[config.mk]
export PLATFORM = sky130hd
export DESIGN_NAME = instrDecoder_flat
export DESIGN_NICKNAME = d
export VERILOG_FILES = /design/src/rvIsaPkg.sv /design/src/coreCtrlPkg.sv /design/src/ctrlBus.sv /design/src/instrDecoder.sv /design/src/flat_wrapper.sv
export SDC_FILE = /design/constraint.sdc
export NUM_CORES = 1
export LEC_CHECK = 0
export BUFFER_PORTS_ARGS = -buffer_cell sky130_fd_sc_hd__buf_2
export CAP_MARGIN = 20
export CORE_MARGIN = 2
export CORE_UTILIZATION = 25
export DETAILED_ROUTE_END_ITERATION = 16
export GPL_TIMING_DRIVEN = 1
export PLACE_DENSITY = 0.72
export SETUP_SLACK_MARGIN = 0.1
export SKIP_LAST_GASP = 1
export SLEW_MARGIN = 20
export SYNTH_ARGS = -nofsm -noshare
export SYNTH_HDL_FRONTEND = slang
export SYNTH_SLANG_ARGS = --single-unit
[constraint.sdc]
create_clock -name vclk -period 1.9
set_input_delay 0.19 -clock vclk [all_inputs]
set_output_delay 0.19 -clock vclk [all_outputs]
set_load 0.005 [all_outputs]
[src/rvIsaPkg.sv]
`default_nettype none

package rvIsaPkg;

  localparam int xlen = 64;  // register and address width

  // major opcodes, instr[6:0]
  typedef enum logic [6:0] {
    opLui    = 7'b0110111,
    opAuipc  = 7'b0010111,
    opJal    = 7'b1101111,
    opJalr   = 7'b1100111,
    opBranch = 7'b1100011,
    opLoad   = 7'b0000011,
    opStore  = 7'b0100011,
    opImm    = 7'b0010011,
    opOp     = 7'b0110011,
    opSystem = 7'b1110011
  } opcodeT;

  typedef enum logic [2:0] {
    fmtI = 3'd0,
    fmtU = 3'd1,
    fmtS = 3'd2,
    fmtB = 3'd3,
    fmtJ = 3'd4,
    fmtR = 3'd5  // no immediate
  } immFmtT;

  localparam logic [2:0] f3AddSub = 3'b000;  // integer group
  localparam logic [2:0] f3Sll    = 3'b001;
  localparam logic [2:0] f3Slt    = 3'b010;
  localparam logic [2:0] f3Sltu   = 3'b011;
  localparam logic [2:0] f3Xor    = 3'b100;
  localparam logic [2:0] f3SrlSra = 3'b101;
  localparam logic [2:0] f3Or     = 3'b110;
  localparam logic [2:0] f3And    = 3'b111;

  localparam logic [2:0] f3Beq    = 3'b000;  // branch group
  localparam logic [2:0] f3Bne    = 3'b001;
  localparam logic [2:0] f3Blt    = 3'b100;
  localparam logic [2:0] f3Bge    = 3'b101;
  localparam logic [2:0] f3Bltu   = 3'b110;
  localparam logic [2:0] f3Bgeu   = 3'b111;

endpackage

`default_nettype wire

[src/coreCtrlPkg.sv]
`default_nettype none

package coreCtrlPkg;

  // bit 3 set for the alternate op picked by instr[30]
  typedef enum logic [3:0] {
    aluAdd   = 4'b0000,
    aluSll   = 4'b0001,
    aluSlt   = 4'b0010,
    aluSltu  = 4'b0011,
    aluXor   = 4'b0100,
    aluSrl   = 4'b0101,
    aluOr    = 4'b0110,
    aluAnd   = 4'b0111,
    aluSub   = 4'b1000,
    aluSra   = 4'b1101,
    aluPassB = 4'b1111  // lui
  } aluOpT;

  typedef enum logic [1:0] {
    srcRs2  = 2'd0,
    srcImm  = 2'd1,
    srcFour = 2'd2  // link address via alu
  } srcBT;

  typedef enum logic [2:0] {
    brNone = 3'b000,
    brJal  = 3'b001,
    brJalr = 3'b010,
    brBeq  = 3'b100,
    brBne  = 3'b101,
    brBlt  = 3'b110,  // also bltu, alu picks compare
    brBge  = 3'b111   // also bgeu
  } branchT;

  // same code as load/store funct3
  typedef enum logic [2:0] {
    memB    = 3'b000,
    memH    = 3'b001,
    memW    = 3'b010,
    memD    = 3'b011,
    memBu   = 3'b100,
    memHu   = 3'b101,
    memWu   = 3'b110,
    memNone = 3'b111
  } memOpT;

endpackage

`default_nettype wire

[src/ctrlBus.sv]
`timescale 1ns/1ns
`default_nettype none

interface ctrlBus;
  logic                aluSrcA;   // 1 rs1 else pc
  coreCtrlPkg::srcBT   aluSrcB;
  rvIsaPkg::immFmtT    immFmt;
  coreCtrlPkg::aluOpT  aluOp;
  coreCtrlPkg::branchT branch;
  coreCtrlPkg::memOpT  memOp;
  logic                memRead;
  logic                memWrite;
  logic                memToReg;  // load data to rd
  logic                regWen;

  modport dec (output aluSrcA, aluSrcB, immFmt, aluOp, branch, memOp,
               output memRead, memWrite, memToReg, regWen);
  modport dp (input aluSrcA, aluSrcB, immFmt, aluOp, branch, memOp,
              input memRead, memWrite, memToReg, regWen);
endinterface

`default_nettype wire

[src/instrDecoder.sv]
`timescale 1ns/1ns
`default_nettype none

module instrDecoder (
  input  logic [31:0] instr,
  ctrlBus.dec         ctrl,
  output logic        halt,     // ebreak
  output logic        illegal   // unknown encoding, runs as nop
);
  rvIsaPkg::opcodeT   opcode;
  logic [2:0]         funct3;
  logic [6:0]         funct7;
  coreCtrlPkg::aluOpT arithOp;   // shared by op and op-imm
  logic               arithBad;  // reserved funct7 or shamt bits

  assign opcode = rvIsaPkg::opcodeT'(instr[6:0]);
  assign funct3 = instr[14:12];
  assign funct7 = instr[31:25];

  always_comb begin
    case (funct3)
      rvIsaPkg::f3AddSub: arithOp = (instr[30] && opcode == rvIsaPkg::opOp) ?
                                    coreCtrlPkg::aluSub : coreCtrlPkg::aluAdd;  // no subi
      rvIsaPkg::f3Sll:    arithOp = coreCtrlPkg::aluSll;
      rvIsaPkg::f3Slt:    arithOp = coreCtrlPkg::aluSlt;
      rvIsaPkg::f3Sltu:   arithOp = coreCtrlPkg::aluSltu;
      rvIsaPkg::f3Xor:    arithOp = coreCtrlPkg::aluXor;
      rvIsaPkg::f3SrlSra: arithOp = instr[30] ? coreCtrlPkg::aluSra : coreCtrlPkg::aluSrl;
      rvIsaPkg::f3Or:     arithOp = coreCtrlPkg::aluOr;
      default:            arithOp = coreCtrlPkg::aluAnd;
    endcase
  end

  always_comb begin
    if (opcode == rvIsaPkg::opOp)  // only 0000000, or 0100000 for sub/sra
      arithBad = !(funct7 == 7'b0000000 || (funct7 == 7'b0100000 &&
                   (funct3 == rvIsaPkg::f3AddSub || funct3 == rvIsaPkg::f3SrlSra)));
    else if (funct3 == rvIsaPkg::f3Sll)
      arithBad = instr[31:26] != 6'd0;  // 6-bit shamt
    else if (funct3 == rvIsaPkg::f3SrlSra)
      arithBad = (instr[31:26] & 6'b101111) != 6'd0;  // bit 30 free
    else
      arithBad = 1'b0;
  end

  always_comb begin
    ctrl.aluSrcA  = 1'b1;
    ctrl.aluSrcB  = coreCtrlPkg::srcImm;
    ctrl.immFmt   = rvIsaPkg::fmtI;
    ctrl.aluOp    = coreCtrlPkg::aluAdd;
    ctrl.branch   = coreCtrlPkg::brNone;
    ctrl.memOp    = coreCtrlPkg::memNone;
    ctrl.memRead  = 1'b0;
    ctrl.memWrite = 1'b0;
    ctrl.memToReg = 1'b0;
    ctrl.regWen   = 1'b0;
    halt          = 1'b0;
    illegal       = 1'b0;
    case (opcode)
      rvIsaPkg::opLui: begin
        ctrl.immFmt = rvIsaPkg::fmtU;
        ctrl.aluOp  = coreCtrlPkg::aluPassB;
        ctrl.regWen = 1'b1;
      end
      rvIsaPkg::opAuipc: begin
        ctrl.aluSrcA = 1'b0;  // pc + imm
        ctrl.immFmt  = rvIsaPkg::fmtU;
        ctrl.regWen  = 1'b1;
      end
      rvIsaPkg::opJal, rvIsaPkg::opJalr: begin
        ctrl.aluSrcA = 1'b0;  // pc + 4 to rd
        ctrl.aluSrcB = coreCtrlPkg::srcFour;
        ctrl.regWen  = 1'b1;
        if (opcode == rvIsaPkg::opJal) begin
          ctrl.immFmt = rvIsaPkg::fmtJ;
          ctrl.branch = coreCtrlPkg::brJal;
        end else begin
          ctrl.branch = coreCtrlPkg::brJalr;
          illegal     = funct3 != 3'b000;
        end
      end
      rvIsaPkg::opImm, rvIsaPkg::opOp: begin
        ctrl.aluOp  = arithOp;
        ctrl.regWen = 1'b1;
        illegal     = arithBad;
        if (opcode == rvIsaPkg::opOp) begin
          ctrl.aluSrcB = coreCtrlPkg::srcRs2;
          ctrl.immFmt  = rvIsaPkg::fmtR;
        end
      end
      rvIsaPkg::opBranch: begin
        ctrl.aluSrcB = coreCtrlPkg::srcRs2;
        ctrl.immFmt  = rvIsaPkg::fmtB;
        ctrl.aluOp   = funct3[1] ? coreCtrlPkg::aluSltu : coreCtrlPkg::aluSlt;  // unsigned pair
        case (funct3)
          rvIsaPkg::f3Beq:                  ctrl.branch = coreCtrlPkg::brBeq;
          rvIsaPkg::f3Bne:                  ctrl.branch = coreCtrlPkg::brBne;
          rvIsaPkg::f3Blt, rvIsaPkg::f3Bltu: ctrl.branch = coreCtrlPkg::brBlt;
          rvIsaPkg::f3Bge, rvIsaPkg::f3Bgeu: ctrl.branch = coreCtrlPkg::brBge;
          default:                          illegal = 1'b1;
        endcase
      end
      rvIsaPkg::opLoad: begin
        ctrl.memOp    = coreCtrlPkg::memOpT'(funct3);
        ctrl.memRead  = 1'b1;
        ctrl.memToReg = 1'b1;
        ctrl.regWen   = 1'b1;
        illegal       = funct3 == 3'b111;  // no ldu
      end
      rvIsaPkg::opStore: begin
        ctrl.immFmt   = rvIsaPkg::fmtS;
        ctrl.memOp    = coreCtrlPkg::memOpT'(funct3);
        ctrl.memWrite = 1'b1;
        illegal       = funct3[2];
      end
      rvIsaPkg::opSystem: begin
        if (instr[31:20] == 12'd1 && instr[19:7] == 13'd0)
          halt = 1'b1;  // ebreak
        else
          illegal = 1'b1;  // ecall, csr ops
      end
      default: illegal = 1'b1;
    endcase
    if (illegal) begin  // squash side effects, pc still moves by 4
      ctrl.branch   = coreCtrlPkg::brNone;
      ctrl.memOp    = coreCtrlPkg::memNone;
      ctrl.memRead  = 1'b0;
      ctrl.memWrite = 1'b0;
      ctrl.regWen   = 1'b0;
    end
  end

  always_comb begin
    noRdWr: assert final (!(ctrl.memRead && ctrl.memWrite))
      else $error("decoder drives memRead and memWrite together");
  end
endmodule

`default_nettype wire

[src/flat_wrapper.sv]
// flat-port wrapper written by rule: the top's interface ports become plain ports
module instrDecoder_flat 
  (instr, halt, illegal, ctrl_aluSrcA, ctrl_aluSrcB, ctrl_immFmt, ctrl_aluOp, ctrl_branch, ctrl_memOp, ctrl_memRead, ctrl_memWrite, ctrl_memToReg, ctrl_regWen);
  ctrlBus ctrl_i ();
  input  logic [31:0] instr;
  output logic halt;
  output logic illegal;
  output wire logic [$bits(ctrl_i.aluSrcA)-1:0] ctrl_aluSrcA;
  output wire logic [$bits(ctrl_i.aluSrcB)-1:0] ctrl_aluSrcB;
  output wire logic [$bits(ctrl_i.immFmt)-1:0] ctrl_immFmt;
  output wire logic [$bits(ctrl_i.aluOp)-1:0] ctrl_aluOp;
  output wire logic [$bits(ctrl_i.branch)-1:0] ctrl_branch;
  output wire logic [$bits(ctrl_i.memOp)-1:0] ctrl_memOp;
  output wire logic [$bits(ctrl_i.memRead)-1:0] ctrl_memRead;
  output wire logic [$bits(ctrl_i.memWrite)-1:0] ctrl_memWrite;
  output wire logic [$bits(ctrl_i.memToReg)-1:0] ctrl_memToReg;
  output wire logic [$bits(ctrl_i.regWen)-1:0] ctrl_regWen;
  assign ctrl_aluSrcA = ctrl_i.aluSrcA;
  assign ctrl_aluSrcB = ctrl_i.aluSrcB;
  assign ctrl_immFmt = ctrl_i.immFmt;
  assign ctrl_aluOp = ctrl_i.aluOp;
  assign ctrl_branch = ctrl_i.branch;
  assign ctrl_memOp = ctrl_i.memOp;
  assign ctrl_memRead = ctrl_i.memRead;
  assign ctrl_memWrite = ctrl_i.memWrite;
  assign ctrl_memToReg = ctrl_i.memToReg;
  assign ctrl_regWen = ctrl_i.regWen;
  instrDecoder u_core (.instr(instr), .ctrl(ctrl_i), .halt(halt), .illegal(illegal));
endmodule
==> results of run 1 <==
placed cells by master, fill, tap and decap left out, types with 2 or more instances in the layout:
cell type  instances
nand2_1           14
buf_4             14
nor2_1            15
buf_2             53
nor3_2             3
inv_1              2
o21ai_0            2
nand3_1            4
a32oi_1            2
nand4_1            3
a21oi_1            5
nor4_1             5
nor2b_1            2
how the worst max path moves through the flow:
stage / start / to / depth (start not counted)
detailed placement: instr[27] / illegal / 6
global placement: instr[27] / illegal / 7
global route: instr[27] / illegal / 7
finish: instr[27] / illegal / 7
CTS: instr[27] / illegal / 7
floorplan: instr[27] / illegal / 5
per-layer routing:
layer	vias up	routed length [µm]	share of wire [%]
met5	-	0	0
met4	0	0	0
met3	0	254	11
met2	64	1130	50
met1	432	858	38
li1	471	-	-
kinds of logic after synthesis:
logic type / share of synthesized area (%)
multiplexers: 1.92
AND/OR/NAND/NOR: 59.6
buffers and inverters: 8.17
XOR/XNOR: 1.68
AO/OA/AOI/OAI: 28.6
critical path, cell delays in order:
cell and delay (ps):
buf_6 90, or3_4 370, buf_4 140, a2111oi_2 220, o32ai_1 170, or4_1 530, buf_2 150
final cells by class:
type | instances | area (µm²)
multi-input combinational | 82 | 543
inverter | 3 | 11.3
fill | 209 | 992
timing repair buffer | 68 | 382
tap | 27 | 33.8
per-stage QoR:
step | instance area (µm²) | hold WS [ps] | std cells
after floorplan | 520 | 411 | 93
after global placement | 883 | 683 | 178
after detailed placement | 883 | 682 | 178
after CTS | 933 | 683 | 180
after global routing | 970 | 727 | 180
final | 970 | 712 | 180
report_power, final:
group / switching (µW) / internal, µW / total, µW
Clock: 0 / 0 / 0
Combinational: 76.6 / 67.5 / 144
Sequential: 0 / 0 / 0
what timing repair did:
action | CTS | global route
setup endpoints to repair | 3 | 4
pin swaps | 4 | 0
setup buffers | 2 | 0
resized for setup | 7 | 7
==> reports/summary.txt, run 1 <==
Fin Setup TNS: -201 ps
Vias: 967
Setup violation total in the final timing report: 2
CP Launch Type: input port
Area Overhead vs Synth: 86.3%
Fraction of layout cells with a size suffix above 1: 53.6%
Final GP Congestion: 0.881
Max-slew violations: 0
Place WS: -160 ps
Hold Crit Class: in -> out
Core Footprint: 1960 µm²
Die area: 2460 µm²
Average wire per standard cell: 12.5 µm
YS warnings: 0
GRT Total Usage: 17.0%
End of the worst hold path: ctrl_immFmt[1]
Synth area leaders: nor2_1 12%, nand2_1 10%, nor4_1 6.0%, clkbuf_1 5.0%, nor4b_1 5.0%
Routed Antenna Nets: 0
Gr ovfl total: 0
Die X: 49.6 µm
Crit path time final: 2050 ps
Clock buffers: 0
Final setup margin: -153 ps
P_leak: 0.000445 µW
Met2 GRT Util: 33.8%
Worst slew pin tran: 368 ps
Violated checks: setup timing
Top Usage Layer GRT: met2
Seq_cells: 0
Worst Hold Launch: instr[4]
Die Height: 49.6 µm
Initial antenna violation count: 0
Effective utilization at floorplan: 26.5%
Worst vdd ir: 0.0700 mV
CP max FO: 2
WP data arrival: 1860 ps
First-pass GRT wire length: 3460 µm
Synthesized netlist net count: 125
Largest net degree at the start of global routing: 15
Cell with the most instances after synthesis: nor2_1
Sequential-to-total area share from yosys stat: 0%
Fin. Hold Viols: 0
Slew margin rel.: 74.8%
Vias in the first global route: 856
Status: finished, violations left
Crit path kind: in -> out
Met1 Use GR: 20.5%
DRT iter0 DRCs: 23
Syn_area_per_cell: 5.60 µm²
Final worst-path cycle share: 108%
RSZ-0062 raised after global routing: yes
Nets@finish: 187
Max frequency: 487 MHz
# IOs: 54
Gate count after technology mapping: 93
PwrDens: 149 nW/µm²
Register area: 0 µm²
Final Core Density: 49.4%
WHS Path Cells: 3
Max-cap viol count: 0
Area leader, netlist: nor2_1
Antenna diodes: 0
Tot Pwr: 144 µW
CP endpoint kind: primary output
Std-Cell Rows: 16
Wirelength, routed: 2240 µm
Hold Buf Count CTS: 0
DP Wirelength: 1740 µm
Via density: 5.37
Drt drc: 0
Drt first pass iters: 4
Post-synth top cells: 16 x nor2_1, 14 x nand2_1, 7 x clkbuf_1
Synth cell types: 35
Cell Area, Synth: 520 µm²
Synth top area share: 11.5%
Met3 global-route usage: 1.52%
Number of port buffers: 54
Worst path required time: 1710 ps
Note: power is estimated with default switching activity, not from simulation.
==> run 2: changes to the inputs <==
PLACE_DENSITY = 0.69   (was 0.72)
clock period = 2.18 ns   (was 1.9 ns; I/O delays follow)
==> run 2 against run 1 <==
Against the previous run:
- the flow now finishes without violations
- core utilization fell by 4.8 points
- die area did not move
- setup slack improved by 230 ps
- cell count is 3.3% lower
==> reports/summary.txt, run 2 (synthesized netlist as in run 1, its figures left out) <==
Slew margin rel.: 70.5%
# IOs: 54
Crit path kind: in -> out
Die area: 2460 µm²
Register area: 0 µm²
Die X: 49.6 µm
Crit path time final: 2110 ps
Routed Antenna Nets: 0
Max frequency: 474 MHz
Max-slew violations: 0
Effective utilization at floorplan: 26.5%
Setup violation total in the final timing report: 0
First-pass GRT wire length: 3510 µm
Final GP Congestion: 0.912
Largest net degree at the start of global routing: 13
WP data arrival: 1890 ps
Average wire per standard cell: 13.1 µm
Die Height: 49.6 µm
CP max FO: 2
Drt drc: 0
Clock buffers: 0
Initial antenna violation count: 0
Final setup margin: 71.7 ps
P_leak: 0.000426 µW
Final worst-path cycle share: 96.7%
Core Footprint: 1960 µm²
CP endpoint kind: primary output
Worst slew pin tran: 442 ps
PwrDens: 126 nW/µm²
Fillers: 232
CP Launch Type: input port
Final Core Density: 44.6%
GRT Total Usage: 17.2%
Wirelength, routed: 2290 µm
Fin. Hold Viols: 0
Commonest non-fill, non-tap cell in the layout: buf_2
Antenna diodes: 0
Commonest non-fill, non-tap cells in the layout: 53 x buf_2, 16 x nor2_1, 14 x nand2_1, 8 x buf_4
Vias in the first global route: 766
DRT iter0 DRCs: 45
Worst setup path startpoint: instr[29]
Fin Setup TNS: 0 ps
DP Wirelength: 1800 µm
Fraction of layout cells with a size suffix above 1: 46.3%
Worst vdd ir: 0.0581 mV
Vias: 951
Gr ovfl total: 0
Place WS: -23.1 ps
Number of port buffers: 54
Area Overhead vs Synth: 68.3%
Hold Crit Class: in -> out
RSZ-0062 raised after global routing: yes
Drt first pass iters: 4
Seq_cells: 0
Placed Cells: 173
Nets@finish: 181
Hold slack: 747 ps
Non-Filler Instances: 174
Status: finished, final reports clean
Via density: 5.47
Worst Hold Launch: instr[4]
Std-Cell Rows: 16
Worst path required time: 1960 ps
Max-cap viol count: 0
## run 2: through the flow
stage	power (µW)	cell area, µm²
finish	111	876
global route	120	876
CTS	108	871
detailed placement	106	846
global placement	103	846
floorplan	52.4	520
## run 2: critical path, stage by stage
cell and delay [ps]:
buf_6 90, or3_4 370, or4_4 450, nor2_1 110, nor2_1 70, or4_1 460
buf_2 140
## run 2: power by group
part	total [µW]	switching (µW)	internal, µW
sequential	0	0	0
combinational	111	60.8	49.9
clock	0	0	0
total	111	60.8	49.9
## run 2: layout make-up
class / instances / area [µm²] / area share (%)
Timing Repair Buffer: 62 / 337 / 38.4
Multi-Input combinational cell: 82 / 494 / 56.4
Tap cell: 27 / 33.8 / 3.86
Inverter: 3 / 11.3 / 1.29
## run 2: path summary, 6_finish.rpt
check                       endpoint  cells past startpoint
worst max-delay path         illegal                      7
worst min-delay path  ctrl_immFmt[1]                      3
## run 2: timing repair
action	4_1_cts	5_1_grt
endpoints found under the setup margin	1	2
resized for setup	3	1
pin swaps	7	1
hold endpoints to repair	0	0
hold buffers	0	0
buffers inserted	1	0
## run 2: per-layer routing
metal	part of all wire, %	wire (µm)	vias to the layer above	track usage, %
li1	-	-	461	-
met5	0	0	-	0
met2	51	1160	50	30.4
met1	41	942	430	23.3
met4	1.8	42	0	2.31
met3	6.0	137	10	1.21
==> run 3: changes to the inputs <==
clock period = 2.4 ns   (was 2.18 ns; I/O delays follow)
==> run 3 against run 2 <==
Against the previous run:
- sequential cell count unchanged
- core utilization is 2.4 points lower
- hold slack improved by 40 ps
- cell count shrank 2.9%
- non-clock buffer count is 5 lower
- total power is 14% lower
- critical endpoint unchanged
- largest power group unchanged
- highest routed layer unchanged
==> reports/summary.txt, run 3 (synthesized netlist as in run 1, its figures left out) <==
Worst slew pin tran: 447 ps
Seq_cells: 0
Max-slew violations: 0
GRT Total Usage: 16.7%
Commonest non-fill, non-tap cells in the layout: 54 x buf_2, 16 x nor2_1, 14 x nand2_1
P_leak: 0.000395 µW
Number of port buffers: 54
Final worst-path cycle share: 91.3%
Std-Cell Rows: 16
Register area: 0 µm²
CP max FO: 2
Vias in the first global route: 784
Status: finished, final reports clean
Most used cell, CP: buf_2
# IOs: 54
Nets@finish: 176
Die Height: 49.6 µm
P_sw: 54.0 µW
Drt drc: 0
Initial antenna violation count: 0
Vias: 888
Worst setup path startpoint: instr[27]
Largest stage delay on the critical path: 450 ps
Flop pwr share: 0%
Hold Buf Count CTS: 0
CP endpoint kind: primary output
Die area: 2460 µm²
Hold Crit Class: in -> out
Comb pwr share: 100.0%
Worst path required time: 2160 ps
Sw Share: 57.0%
Max-cap viol count: 0
Setup Buffers After CTS: 0
Via density: 5.25
Area Overhead vs Synth: 59.1%
DP Wirelength: 1820 µm
Fraction of layout cells with a size suffix above 1: 43.7%
Crit path cell chain: buf_2 > or3_4 > or4_4 > nor3_4 > nor2_1 > or4_1 > buf_2
Core Footprint: 1960 µm²
Buf/Inv on CP: 2
Setup violation total in the final timing report: 0
CP endpoint: illegal
Max frequency: 456 MHz
Slew margin rel.: 70.2%
Crit path kind: in -> out
Largest net degree at the start of global routing: 22
RSZ-0062 raised after global routing: no
Gr ovfl total: 0
Wirelength, routed: 2230 µm
PwrDens: 114 nW/µm²
Commonest non-fill, non-tap cell in the layout: buf_2
Average wire per standard cell: 13.2 µm
Crit path time final: 2190 ps
CP Launch Type: input port
First-pass GRT wire length: 3420 µm
Fillers: 226
Fin Setup TNS: 0 ps
CP delay by family, top: simple AND/OR/NAND/NOR gates
Routed Antenna Nets: 0
WP data arrival: 1950 ps
Drt first pass iters: 4
Slowest cell on crit path: or4_4
Clk pwr share: 0%
Die X: 49.6 µm
DRT iter0 DRCs: 25
Fin. Hold Viols: 0
Final Core Density: 42.2%
Cell Int Power: 40.8 µW
Effective utilization at floorplan: 26.5%
Critical Path Stages: 7
Final GP Congestion: 0.873
Antenna diodes: 0
Clock buffers: 0
Worst vdd ir: 0.0720 mV
-- run 3: worst min path at each step --
stage,to,start,slack [ps],cells after the start
final,ctrl_immFmt[1],instr[4],790,3
after global routing,ctrl_immFmt[1],instr[4],810,3
after CTS,ctrl_immFmt[1],instr[4],790,3
after detailed placement,ctrl_immFmt[1],instr[4],790,3
after global placement,ctrl_immFmt[1],instr[4],780,3
after floorplan,ctrl_immFmt[1],instr[4],510,1
-- run 3: stage by stage --
stage               hold slack, ps  setup slack (ps)  total power (µW)  std cells  cell area (µm²)
floorplan                      511               416              47.6         93              520
global placement               777               196              88.8        169              816
detailed placement             787               122              91.5        169              816
CTS                            788               133              91.6        169              816
global route                   809               121               103        169              828
finish                         787               208              94.8        169              828
-- run 3: layout make-up --
cell class                 count  area [µm²]  area share, %
multi-input combinational     82         490           59.2
timing repair buffer          57         293           35.3
tap                           27        33.8           4.08
inverter                       3        11.3           1.36
-- run 3: routing by layer --
metal / vias up / share of wire [%] / GRT usage [%]
met5: - / 0 / 0
met4: 0 / 1.0 / 5.56
met3: 3 / 6.6 / 2.73
met2: 37 / 51 / 29.1
met1: 395 / 41 / 20.5
li1: 453 / - / -
-- run 3: power by group through the flow --
stage / sequential [µW] / combinational (µW) / clock [µW]
after floorplan: 0 / 47.6 / 0
after global placement: 0 / 88.8 / 0
after detailed placement: 0 / 91.5 / 0
after CTS: 0 / 91.6 / 0
after global routing: 0 / 103 / 0
final: 0 / 94.8 / 0
-- run 3: repair_timing --
| item | 4_1_cts | 5_1_grt |
|---|---|---|
| gates resized for setup | 0 | 3 |
| endpoints found under the hold margin | 0 | 0 |
| setup endpoints to repair | 0 | 1 |
