### src/rvIsaPkg.sv
`default_nettype none

package rvIsaPkg;

  localparam int xlen = 64;  // register and address width

  // major opcodes, instr[6:0]
  typedef enum logic [6:0] {
    opLui    = 7'b0110111,
    opAuipc  = 7'b0010111,
    opJal    = 7'b1101111,
    opJalr   = 7'b1100111,
    opBranch = 7'b1100011,
    opLoad   = 7'b0000011,
    opStore  = 7'b0100011,
    opImm    = 7'b0010011,
    opOp     = 7'b0110011,
    opSystem = 7'b1110011
  } opcodeT;

  typedef enum logic [2:0] {
    fmtI = 3'd0,
    fmtU = 3'd1,
    fmtS = 3'd2,
    fmtB = 3'd3,
    fmtJ = 3'd4,
    fmtR = 3'd5  // no immediate
  } immFmtT;

  localparam logic [2:0] f3AddSub = 3'b000;  // integer group
  localparam logic [2:0] f3Sll    = 3'b001;
  localparam logic [2:0] f3Slt    = 3'b010;
  localparam logic [2:0] f3Sltu   = 3'b011;
  localparam logic [2:0] f3Xor    = 3'b100;
  localparam logic [2:0] f3SrlSra = 3'b101;
  localparam logic [2:0] f3Or     = 3'b110;
  localparam logic [2:0] f3And    = 3'b111;

  localparam logic [2:0] f3Beq    = 3'b000;  // branch group
  localparam logic [2:0] f3Bne    = 3'b001;
  localparam logic [2:0] f3Blt    = 3'b100;
  localparam logic [2:0] f3Bge    = 3'b101;
  localparam logic [2:0] f3Bltu   = 3'b110;
  localparam logic [2:0] f3Bgeu   = 3'b111;

endpackage

`default_nettype wire

### src/coreCtrlPkg.sv
`default_nettype none

package coreCtrlPkg;

  // bit 3 set for the alternate op picked by instr[30]
  typedef enum logic [3:0] {
    aluAdd   = 4'b0000,
    aluSll   = 4'b0001,
    aluSlt   = 4'b0010,
    aluSltu  = 4'b0011,
    aluXor   = 4'b0100,
    aluSrl   = 4'b0101,
    aluOr    = 4'b0110,
    aluAnd   = 4'b0111,
    aluSub   = 4'b1000,
    aluSra   = 4'b1101,
    aluPassB = 4'b1111  // lui
  } aluOpT;

  typedef enum logic [1:0] {
    srcRs2  = 2'd0,
    srcImm  = 2'd1,
    srcFour = 2'd2  // link address via alu
  } srcBT;

  typedef enum logic [2:0] {
    brNone = 3'b000,
    brJal  = 3'b001,
    brJalr = 3'b010,
    brBeq  = 3'b100,
    brBne  = 3'b101,
    brBlt  = 3'b110,  // also bltu, alu picks compare
    brBge  = 3'b111   // also bgeu
  } branchT;

  // same code as load/store funct3
  typedef enum logic [2:0] {
    memB    = 3'b000,
    memH    = 3'b001,
    memW    = 3'b010,
    memD    = 3'b011,
    memBu   = 3'b100,
    memHu   = 3'b101,
    memWu   = 3'b110,
    memNone = 3'b111
  } memOpT;

endpackage

`default_nettype wire

### src/ctrlBus.sv
`timescale 1ns/1ns
`default_nettype none

interface ctrlBus;
  logic                aluSrcA;   // 1 rs1 else pc
  coreCtrlPkg::srcBT   aluSrcB;
  rvIsaPkg::immFmtT    immFmt;
  coreCtrlPkg::aluOpT  aluOp;
  coreCtrlPkg::branchT branch;
  coreCtrlPkg::memOpT  memOp;
  logic                memRead;
  logic                memWrite;
  logic                memToReg;  // load data to rd
  logic                regWen;

  modport dec (output aluSrcA, aluSrcB, immFmt, aluOp, branch, memOp,
               output memRead, memWrite, memToReg, regWen);
  modport dp (input aluSrcA, aluSrcB, immFmt, aluOp, branch, memOp,
              input memRead, memWrite, memToReg, regWen);
endinterface

`default_nettype wire

### src/immGen.sv
`timescale 1ns/1ns
`default_nettype none

module immGen (
  input  logic [31:0]                instr,
  ctrlBus.dp                         ctrl,
  output logic [rvIsaPkg::xlen-1:0] imm
);
  logic sign;  // every format takes sign from bit 31

  assign sign = instr[31];

  always_comb begin
    case (ctrl.immFmt)
      rvIsaPkg::fmtI: imm = {{(rvIsaPkg::xlen-12){sign}}, instr[31:20]};
      rvIsaPkg::fmtS: imm = {{(rvIsaPkg::xlen-12){sign}}, instr[31:25], instr[11:7]};
      rvIsaPkg::fmtB: imm = {{(rvIsaPkg::xlen-13){sign}}, sign, instr[7], instr[30:25],
                             instr[11:8], 1'b0};  // halfword offset
      rvIsaPkg::fmtU: imm = {{(rvIsaPkg::xlen-32){sign}}, instr[31:12], 12'd0};
      rvIsaPkg::fmtJ: imm = {{(rvIsaPkg::xlen-21){sign}}, sign, instr[19:12], instr[20],
                             instr[30:21], 1'b0};
      default:        imm = '0;  // r-type
    endcase
  end
endmodule

`default_nettype wire

### src/flat_wrapper.sv
// flat-port wrapper written by rule: the top's interface ports become plain ports
module immGen_flat 
  (instr, imm, ctrl_aluSrcA, ctrl_aluSrcB, ctrl_immFmt, ctrl_aluOp, ctrl_branch, ctrl_memOp, ctrl_memRead, ctrl_memWrite, ctrl_memToReg, ctrl_regWen);
  ctrlBus ctrl_i ();
  input  logic [31:0] instr;
  output logic [rvIsaPkg::xlen-1:0] imm;
  input wire logic [$bits(ctrl_i.aluSrcA)-1:0] ctrl_aluSrcA;
  input wire logic [$bits(ctrl_i.aluSrcB)-1:0] ctrl_aluSrcB;
  input wire logic [$bits(ctrl_i.immFmt)-1:0] ctrl_immFmt;
  input wire logic [$bits(ctrl_i.aluOp)-1:0] ctrl_aluOp;
  input wire logic [$bits(ctrl_i.branch)-1:0] ctrl_branch;
  input wire logic [$bits(ctrl_i.memOp)-1:0] ctrl_memOp;
  input wire logic [$bits(ctrl_i.memRead)-1:0] ctrl_memRead;
  input wire logic [$bits(ctrl_i.memWrite)-1:0] ctrl_memWrite;
  input wire logic [$bits(ctrl_i.memToReg)-1:0] ctrl_memToReg;
  input wire logic [$bits(ctrl_i.regWen)-1:0] ctrl_regWen;
  assign ctrl_i.aluSrcA = ctrl_aluSrcA;
  assign ctrl_i.aluSrcB = ctrl_aluSrcB;
  assign ctrl_i.immFmt = ctrl_immFmt;
  assign ctrl_i.aluOp = ctrl_aluOp;
  assign ctrl_i.branch = ctrl_branch;
  assign ctrl_i.memOp = ctrl_memOp;
  assign ctrl_i.memRead = ctrl_memRead;
  assign ctrl_i.memWrite = ctrl_memWrite;
  assign ctrl_i.memToReg = ctrl_memToReg;
  assign ctrl_i.regWen = ctrl_regWen;
  immGen u_core (.instr(instr), .ctrl(ctrl_i), .imm(imm));
endmodule
### config.mk
export PLATFORM = sky130hd
export DESIGN_NAME = immGen_flat
export DESIGN_NICKNAME = d
export VERILOG_FILES = /design/src/rvIsaPkg.sv /design/src/coreCtrlPkg.sv /design/src/ctrlBus.sv /design/src/immGen.sv /design/src/flat_wrapper.sv
export SDC_FILE = /design/constraint.sdc
export NUM_CORES = 1
export LEC_CHECK = 0
export BUFFER_PORTS_ARGS = -buffer_cell sky130_fd_sc_hd__buf_2
export CAP_MARGIN = 10
export CORE_MARGIN = 2
export CORE_UTILIZATION = 29
export DETAILED_ROUTE_END_ITERATION = 6
export GPL_TIMING_DRIVEN = 0
export PLACE_DENSITY = 0.8
export SLEW_MARGIN = 40
export SYNTH_ARGS = -nofsm -noshare
export SYNTH_HDL_FRONTEND = slang
export SYNTH_SLANG_ARGS = --single-unit
### constraint.sdc
create_clock -name vclk -period 1.5
set_input_delay 0.15 -clock vclk [all_inputs]
set_output_delay 0.15 -clock vclk [all_outputs]
set_load 0.05 [all_outputs]
==> results.ini, run 1 <==
[cts]
ctsHoldBuffers = 0

[detailed_routing]
route.detailed.drc = 0
first_iter_violations = 25
routed_wirelength_mm = 2.45
drt-pass1-iter-count = 4
ant_nets = 0
vias = 1047
wl_per_cell_um = 10.6
viasPerCell = 4.53

[sta]
fin_crit_sh = 0.968
setup_viol = 0
period_minus_slack_ns = 1.45
timing.hold.ws_ns = 0.717
rsz0062_at_grt = yes
max-slew-margin-rel = 0.774
maxSlewViolCount = 0
tightest_slew_ns = 0.329
max_freq_mhz = 689
hold_viol_final = 0

[finish]
ff_latch_area_sq_um = 0
nClkBuffers = 0
nets = 254
seq_cell_count = 0
instances_no_fill = 231
area.growth.synth_to_final_pct = 68.7
drive_above_1_share = 0.750
nFillCells = 272
antenna_cells = 0

[hold_path]
hold_path.class = input port to output pin
hold_path_depth = 4

[synthesis]
syn_area_sq_um = 843
postSynthCellCount = 107
yosys_warnings = 0
synth.avg_cell_area_sq_um = 7.88
yosys.cell_types.count = 25
yosysSeqAreaShare = 0
synth.net_count = 159

[place]
portBuffers = 91
dp.final_hpwl_mm = 1.89
routabilityCongestion = 0.688
placed_cells = 229

[worst_setup_path]
path_max_fanout = 10
setup.worst_path.start = ctrl_immFmt[0]
endpoint_kind = output pin
cp-start-kind = input port
crit_end = imm[48]
path_class = input port to output pin
cp.required_ns = 1.35
arrival_ns = 1.30

[power]
p_leak_nw = 0.918
p_per_area_nw_per_um2 = 614
ir_drop_mv = 0.329

[global_route]
track_usage = 0.129
met2_usage = 0.234
overflow = 0
antenna_found_initial = 0
grt_pass1_vias = 814
grt_first_pass_wirelength_mm = 3.67
use_met1 = 0.179
top_usage_layer = met2
grt_max_degree = 17
met3_usage = 0.00670

[flow_run]
maxCapViolCount = 0

[die]
die_w_um = 57.9
initial_utilization = 0.306
ios = 116
fp.dieH_um = 57.9
coreArea_sq_um = 2760
dieArea_sq_um = 3360
num_rows = 19

[status]
status = finished clean

## critical path: stages
cell and delay (ns):
buf_2 0.12, buf_2 0.18, o21ai_1 0.23, and2_4 0.25, buf_4 0.12, buf_2 0.25
## power by group
part	switching [W]	leakage, nW	internal (W)
clock	0	0	0
sequential	0	0	0
combinational	0.000604	0.918	0.000269
total	0.000604	0.918	0.000269
## how the worst min path moves through the flow
stage | start | slack, ns | endpoint
after floorplan | ctrl_immFmt[2] | 0.57 | imm[0]
after global placement | instr[12] | 0.72 | imm[12]
after detailed placement | instr[13] | 0.71 | imm[13]
after CTS | instr[13] | 0.71 | imm[13]
after global routing | instr[30] | 0.73 | imm[10]
final | instr[15] | 0.72 | imm[15]
## cell usage in the layout (no fill, tap or decap), types with 2 or more instances in the layout
cell / count
and2_4: 3
or4bb_1: 6
nand4bb_1: 6
and2b_1: 2
nand3_2: 10
a22o_1: 3
mux2i_1: 2
inv_1: 8
buf_4: 49
buf_6: 4
buf_2: 79
and2_1: 6
o32ai_1: 8
## final cells by class
class	count	area, sq um	area share
multi-input combinational	58	534	0.376
inverter	8	30.0	0.0211
tap	31	38.8	0.0273
timing repair buffer	91	495	0.348
buffer	43	324	0.228
## cell usage after synthesis
| cell type | instances | share of area |
|---|---|---|
| nand3_2 | 10 | 0.12 |
| a21o_1 | 1 | 0.0089 |
| a22o_1 | 3 | 0.031 |
| xnor2_2 | 1 | 0.019 |
| nor2_1 | 1 | 0.0044 |
| mux2i_1 | 2 | 0.024 |
| or3b_4 | 1 | 0.013 |
| or4bb_1 | 6 | 0.080 |
| buf_4 | 34 | 0.30 |
| o211ai_1 | 1 | 0.0089 |
| nand2b_1 | 1 | 0.0074 |
| inv_1 | 8 | 0.036 |
| buf_1 | 1 | 0.0044 |
| nand4bb_1 | 6 | 0.080 |
| nand3b_1 | 1 | 0.0089 |
| buf_6 | 2 | 0.027 |
| nand4b_1 | 1 | 0.010 |
| o21ai_0 | 1 | 0.0059 |
| buf_2 | 6 | 0.036 |
| nand3_1 | 1 | 0.0059 |
| nor3b_1 | 1 | 0.0089 |
| and2b_1 | 2 | 0.018 |
| nor3_1 | 1 | 0.0059 |
| o32ai_1 | 8 | 0.083 |
| and2_1 | 7 | 0.052 |
## routing by layer
metal | wire length [um] | vias to the layer above
met5 | 0 | -
met4 | 0 | 0
met2 | 1210 | 50
met1 | 1030 | 461
li1 | - | 536
met3 | 208 | 0
## metrics by stage
stage	power [W]	setup slack (ns)	instance area (sq um)	TNS, ns	util
3_5_place_dp	0.000850	-0.216	1360	-6.90	0.495
3_3_place_gp	0.000844	-0.181	1360	-5.85	0.495
2_1_floorplan	0.000677	-0.382	870	-3.06	-
4_1_cts	0.000877	-0.0184	1420	-0.141	0.515
5_1_grt	0.000914	-0.0466	1420	-1.33	0.516
6_report	0.000873	0.0477	1420	0	0.516
## kinds of logic (layout without fill, tap and decap cells)
| logic type | after synthesis | in the layout | share of synthesized area |
|---|---|---|---|
| muxes | 2 | 2 | 0.0237 |
| xor gates and xnor gates | 1 | 1 | 0.0193 |
| buffers and inverters | 51 | 142 | 0.405 |
| AOI/OAI and AO/OA | 14 | 14 | 0.138 |
| and+or+nand+nor | 39 | 41 | 0.414 |
## timing repair
action | CTS | global route
endpoints found under the hold margin | 0 | 0
endpoints found under the setup margin | 33 | 39
gates cloned | 2 | 0
gates resized for setup | 18 | 2
pin swaps | 1 | 0
setup buffers | 0 | 0
No activity file was read; power rests on OpenSTA's default activity.
==> run 2, diff against run 1 <==
--- a/config.mk
+++ b/config.mk
@@ -8,10 +8,9 @@
 export BUFFER_PORTS_ARGS = -buffer_cell sky130_fd_sc_hd__buf_2
 export CAP_MARGIN = 10
 export CORE_MARGIN = 2
-export CORE_UTILIZATION = 29
+export CORE_UTILIZATION = 30
 export DETAILED_ROUTE_END_ITERATION = 6
-export GPL_TIMING_DRIVEN = 0
-export PLACE_DENSITY = 0.8
+export PLACE_DENSITY = 0.79
 export SLEW_MARGIN = 40
 export SYNTH_ARGS = -nofsm -noshare
 export SYNTH_HDL_FRONTEND = slang
==> constraint.sdc (replaced) <==
create_clock -name vclk -period 1.67
set_input_delay 0.167 -clock vclk [all_inputs]
set_output_delay 0.167 -clock vclk [all_outputs]
set_load 0.05 [all_outputs]
==> run 2 against run 1 <==
Critical path depth is 2 lower. Sequential share of layout area stayed put. Power is 23% lower. Critical endpoint is now imm[27]. Largest power group unchanged. Highest routed layer unchanged.
==> results.ini, run 2 (same netlist as run 1, synthesis figures left out) <==
[finish]
seq_cell_count = 0  ; unchanged
nets = 213  ; was 254
final_cell_mix = buf_2, nand3_2, inv_1, o32ai_1  ; was buf_2, buf_4, nand3_2
nClkBuffers = 0  ; unchanged
ff_latch_area_sq_um = 0  ; unchanged
area.growth.synth_to_final_pct = 25.7  ; was 68.7%
final_common_cell = buf_2  ; unchanged
antenna_cells = 0  ; unchanged
drive_above_1_share = 0.686  ; was 0.750
fin_util = 0.391  ; was 0.516

[die]
fp.dieH_um = 57.0  ; was 57.9 um
dieArea_sq_um = 3250  ; was 3360 sq um
ios = 116  ; unchanged
initial_utilization = 0.311  ; was 0.306
coreArea_sq_um = 2710  ; was 2760 sq um
die_w_um = 57.0  ; was 57.9 um
num_rows = 19  ; unchanged

[cts]
ctsHoldBuffers = 0  ; unchanged
cts_setup_buffers = 0  ; unchanged
cts_resized = 0  ; was 18

[power]
p_leak_nw = 0.701  ; was 0.918 nW
p_per_area_nw_per_um2 = 633  ; was 614 nW/um^2
p_sw_frac = 0.773  ; was 0.692
p_comb_frac = 1.000  ; about the same
pwr-share-seq = 0  ; about the same
p_int_w = 0.000152  ; was 0.000269 W
power.clock.fraction = 0  ; about the same
power_switching_w = 0.000519  ; was 0.000604 W
ir_drop_mv = 0.357  ; was 0.329 mV

[global_route]
overflow = 0  ; unchanged
top_usage_layer = met2  ; unchanged
met3_usage = 0.0136  ; was 0.00670
use_met1 = 0.121  ; was 0.179
grt_pass1_vias = 679  ; was 814
met2_usage = 0.186  ; was 0.234
antenna_found_initial = 0  ; unchanged
grt_max_degree = 34  ; was 17
grt_first_pass_wirelength_mm = 2.76  ; was 3.67 mm
track_usage = 0.0966  ; was 0.129

[worst_setup_path]
cp.required_ns = 1.50  ; was 1.35 ns
path_max_fanout = 19  ; was 10
endpoint_kind = output pin  ; unchanged
path_class = input port to output pin  ; unchanged
cp-start-kind = input port  ; unchanged
arrival_ns = 1.26  ; was 1.30 ns

[sta]
setup_ws_ns = 0.242  ; was 0.0477 ns
setup_viol = 0  ; unchanged
rsz0062_at_grt = no  ; was yes
period_minus_slack_ns = 1.43
max_freq_mhz = 700
maxSlewViolCount = 0  ; unchanged
tightest_slew_ns = 0.366  ; was 0.329 ns
fin_crit_sh = 0.855
max-slew-margin-rel = 0.756  ; was 0.774
hold_viol_final = 0  ; unchanged

[place]
routabilityCongestion = 0.700  ; was 0.688
pre_cts_ws_ns = 0.213  ; was -0.216 ns
portBuffers = 92  ; was 91
dp.final_hpwl_mm = 1.59  ; was 1.89 mm

[detailed_routing]
drt-pass1-iter-count = 4  ; unchanged
vias = 885  ; was 1047
ant_nets = 0  ; unchanged
viasPerCell = 4.66  ; was 4.53
route.detailed.drc = 0  ; unchanged
wl_per_cell_um = 10.3  ; was 10.6 um
routed_wirelength_mm = 1.96  ; was 2.45 mm
first_iter_violations = 11  ; was 25

[flow_run]
maxCapViolCount = 0  ; unchanged

[status]
status = finished clean  ; unchanged

[hold_path]
hold_path.class = input port to output pin  ; unchanged

-- run 2: through the flow --
| step | setup TNS [ns] | std cells | total power [W] | instance area, sq um | hold WS, ns |
|---|---|---|---|---|---|
| after CTS | 0 | 190 | 0.000675 | 1060 | 0.751 |
| final | 0 | 190 | 0.000671 | 1060 | 0.747 |
| after floorplan | -1.97 | 107 | 0.000603 | 850 | 0.605 |
| after global placement | 0 | 190 | 0.000672 | 1060 | 0.744 |
| after detailed placement | 0 | 190 | 0.000674 | 1060 | 0.748 |
| after global routing | 0 | 190 | 0.000700 | 1060 | 0.760 |
-- run 2: power groups by stage --
stage                     sequential, W  clock [W]  combinational [W]
after global placement                0          0           0.000672
after floorplan                       0          0           0.000603
after CTS                             0          0           0.000675
after detailed placement              0          0           0.000674
after global routing                  0          0           0.000700
final                                 0          0           0.000671
-- run 2: metal layers --
| metal | part of all wire | vias up |
|---|---|---|
| met5 | 0 | - |
| met4 | 0 | 0 |
| met3 | 0.11 | 0 |
| met2 | 0.49 | 54 |
| met1 | 0.40 | 377 |
| li1 | - | 454 |
-- run 2: path summary, 6_finish.rpt --
path	from	endpoint	slack, ns	cells after the start
worst min-delay path	instr[9]	imm[2]	0.75	3
worst max-delay path	ctrl_immFmt[1]	imm[27]	0.24	4
-- run 2: layout make-up --
| cell class | count | area [sq um] |
|---|---|---|
| inverter | 8 | 30.0 |
| timing repair buffer | 95 | 483 |
| fill | 289 | 1650 |
| multi-input combinational | 56 | 508 |
| tap | 31 | 38.8 |
-- run 2: worst max-delay path, stage by stage --
cell     delay [ns]
buf_2          0.19
or3b_4         0.53
nand3_1        0.11
buf_2          0.26
==> run 3, diff against run 2 <==
--- a/config.mk
+++ b/config.mk
@@ -5,12 +5,13 @@
 export SDC_FILE = /design/constraint.sdc
 export NUM_CORES = 1
 export LEC_CHECK = 0
+export ABC_AREA = 1
 export BUFFER_PORTS_ARGS = -buffer_cell sky130_fd_sc_hd__buf_2
 export CAP_MARGIN = 10
 export CORE_MARGIN = 2
 export CORE_UTILIZATION = 30
 export DETAILED_ROUTE_END_ITERATION = 6
-export PLACE_DENSITY = 0.79
+export PLACE_DENSITY = 0.83
 export SLEW_MARGIN = 40
 export SYNTH_ARGS = -nofsm -noshare
 export SYNTH_HDL_FRONTEND = slang
==> run 3 against run 2 <==
Wire length up 15%. Flip-flop and latch count unchanged. Critical path depth unchanged. Cell count up 14%. Global-route usage up 4.0 points.
==> results.ini, run 3 <==
[status]
status = finished clean  ; unchanged

[synthesis]
yosys.cell_types.count = 14  ; was 25
synth_common_cells = buf_4, nand3_1, nand4_1  ; was buf_4, nand3_2, inv_1, o32ai_1, and2_1
syn_area_sq_um = 761  ; was 843 sq um
yosys_warnings = 0  ; unchanged
yosysSeqAreaShare = 0  ; unchanged
postSynthCellCount = 132  ; was 107
synth_top_area_frac = 0.326  ; was 0.303
synth.avg_cell_area_sq_um = 5.76  ; was 7.88 sq um
yosysMostFrequentCell = buf_4  ; unchanged
netlist.top_cell.by_area = buf_4  ; unchanged
synth.net_count = 184  ; was 159
ys_top_cells_by_area = buf_4, nand3_1, nand4_1  ; was buf_4, nand3_2, o32ai_1

[sta]
fin_tns_setup_ns = 0  ; unchanged
timing.hold.ws_ns = 0.708  ; was 0.747 ns
maxSlewViolCount = 0  ; unchanged
tightest_slew_ns = 0.444  ; was 0.366 ns
setup_ws_ns = 0.204  ; was 0.242 ns
period_minus_slack_ns = 1.47  ; was 1.43 ns
fin_crit_sh = 0.878  ; was 0.855
rsz0062_at_grt = no  ; unchanged
hold_viol_final = 0  ; unchanged
setup_viol = 0  ; unchanged
max_freq_mhz = 682  ; was 700 MHz
max-slew-margin-rel = 0.703  ; was 0.756

[place]
dp.final_hpwl_mm = 1.74  ; was 1.59 mm
place_area_sq_um = 986  ; was 1060 sq um
routabilityCongestion = 0.735  ; was 0.700
portBuffers = 92  ; unchanged
pre_cts_ws_ns = 0.210  ; was 0.213 ns

[die]
fp.dieH_um = 54.4  ; was 57.0 um
initial_utilization = 0.313  ; was 0.311
die_w_um = 54.4  ; was 57.0 um
ios = 116  ; unchanged
coreArea_sq_um = 2430  ; was 2710 sq um
num_rows = 18  ; was 19
dieArea_sq_um = 2950  ; was 3250 sq um

[worst_setup_path]
arrival_ns = 1.30  ; was 1.26 ns
path_class = input port to output pin  ; unchanged
cp-start-kind = input port  ; unchanged
crit_end = imm[27]  ; unchanged
cp.required_ns = 1.50  ; about the same
setup.worst_path.start = ctrl_immFmt[2]  ; was ctrl_immFmt[1]
path_max_fanout = 13  ; was 19
endpoint_kind = output pin  ; unchanged

[power]
p_leak_nw = 0.675  ; was 0.701 nW
p_comb_frac = 1.000  ; about the same
p_sw_frac = 0.801  ; was 0.773
power_switching_w = 0.000532  ; was 0.000519 W
p_int_w = 0.000133  ; was 0.000152 W
pwr-share-seq = 0  ; about the same
power.clock.fraction = 0  ; about the same
ir_drop_mv = 0.378  ; was 0.357 mV
p_per_area_nw_per_um2 = 674  ; was 633 nW/um^2

[cts]
ctsHoldBuffers = 0  ; unchanged
cts_setup_buffers = 0  ; unchanged
cts_resized = 0  ; unchanged

[detailed_routing]
ant_nets = 0  ; unchanged
drt-pass1-iter-count = 4  ; unchanged
vias = 1059  ; was 885
routed_wirelength_mm = 2.25  ; was 1.96 mm
route.detailed.drc = 0  ; unchanged
first_iter_violations = 11  ; unchanged
viasPerCell = 4.90  ; was 4.66
wl_per_cell_um = 10.4  ; was 10.3 um

[global_route]
top_usage_layer = met2  ; unchanged
grt_max_degree = 34  ; unchanged
overflow = 0  ; unchanged
use_met1 = 0.160  ; was 0.121
grt_first_pass_wirelength_mm = 3.25  ; was 2.76 mm
antenna_found_initial = 0  ; unchanged
met2_usage = 0.271  ; was 0.186
grt_pass1_vias = 795  ; was 679
track_usage = 0.137  ; was 0.0966
met3_usage = 0.0109  ; was 0.0136

[finish]
nClkBuffers = 0  ; unchanged
ff_latch_area_sq_um = 0  ; unchanged
final_cell_mix = buf_2, nand3_1, nand4_1  ; was buf_2, nand3_2, inv_1, o32ai_1
antenna_cells = 0  ; unchanged
drive_above_1_share = 0.554  ; was 0.686
nFillCells = 297  ; was 289
nets = 240  ; was 213
seq_cell_count = 0  ; unchanged
area.growth.synth_to_final_pct = 29.6  ; was 25.7%
final_common_cell = buf_2  ; unchanged
fin_area_sq_um = 986  ; was 1060 sq um

[flow_run]
maxCapViolCount = 0  ; unchanged

[hold_path]
hold_path_depth = 4  ; was 3
hold_path.class = input port to output pin  ; unchanged

-- run 3: cell types whose count changed in the layout (fill, tap and decap cells not counted), sizes merged, moves of 7 or more --
cell,before,now
nand3,11,32
nand4,0,21
nand2,0,15
nor2,1,12
o32ai,8,0
and2,7,0
-- run 3: per-stage QoR --
stage	power, W	instances	utilization
floorplan	0.000584	132	-
global placement	0.000664	216	0.405
detailed placement	0.000665	216	0.405
CTS	0.000667	216	0.405
global route	0.000702	216	0.405
finish	0.000665	216	0.405
-- run 3: cell type report --
type	count	area, sq um	area share
multi-input combinational	80	420	0.426
timing repair buffer	96	490	0.497
tap	30	37.5	0.0381
inverter	10	37.5	0.0381
-- run 3: routing by layer --
metal,vias up,share of wire
met1,456,0.40
li1,529,-
met5,-,0
met2,72,0.46
met3,2,0.13
met4,0,0.0085
-- run 3: worst max-delay path, stage by stage --
cell	delay, ns
buf_2	0.26
nand3_1	0.38
nand3_1	0.21
buf_2	0.28
-- run 3: worst min-delay path by stage --
stage | start | to | slack, ns
after detailed placement | instr[28] | imm[8] | 0.71
final | instr[28] | imm[8] | 0.71
after global routing | instr[29] | imm[9] | 0.72
after global placement | instr[29] | imm[9] | 0.71
after floorplan | instr[30] | imm[10] | 0.55
after CTS | instr[28] | imm[8] | 0.71
-- run 3: power by group through the flow --
stage | clock network (W) | logic, W | registers, W
after detailed placement | 0 | 0.000665 | 0
final | 0 | 0.000665 | 0
after CTS | 0 | 0.000667 | 0
after floorplan | 0 | 0.000584 | 0
after global placement | 0 | 0.000664 | 0
after global routing | 0 | 0.000702 | 0
-- run 3: cell families after synthesis --
kind of cell,synth area share
buf+inv,0.457
simple gates,0.543
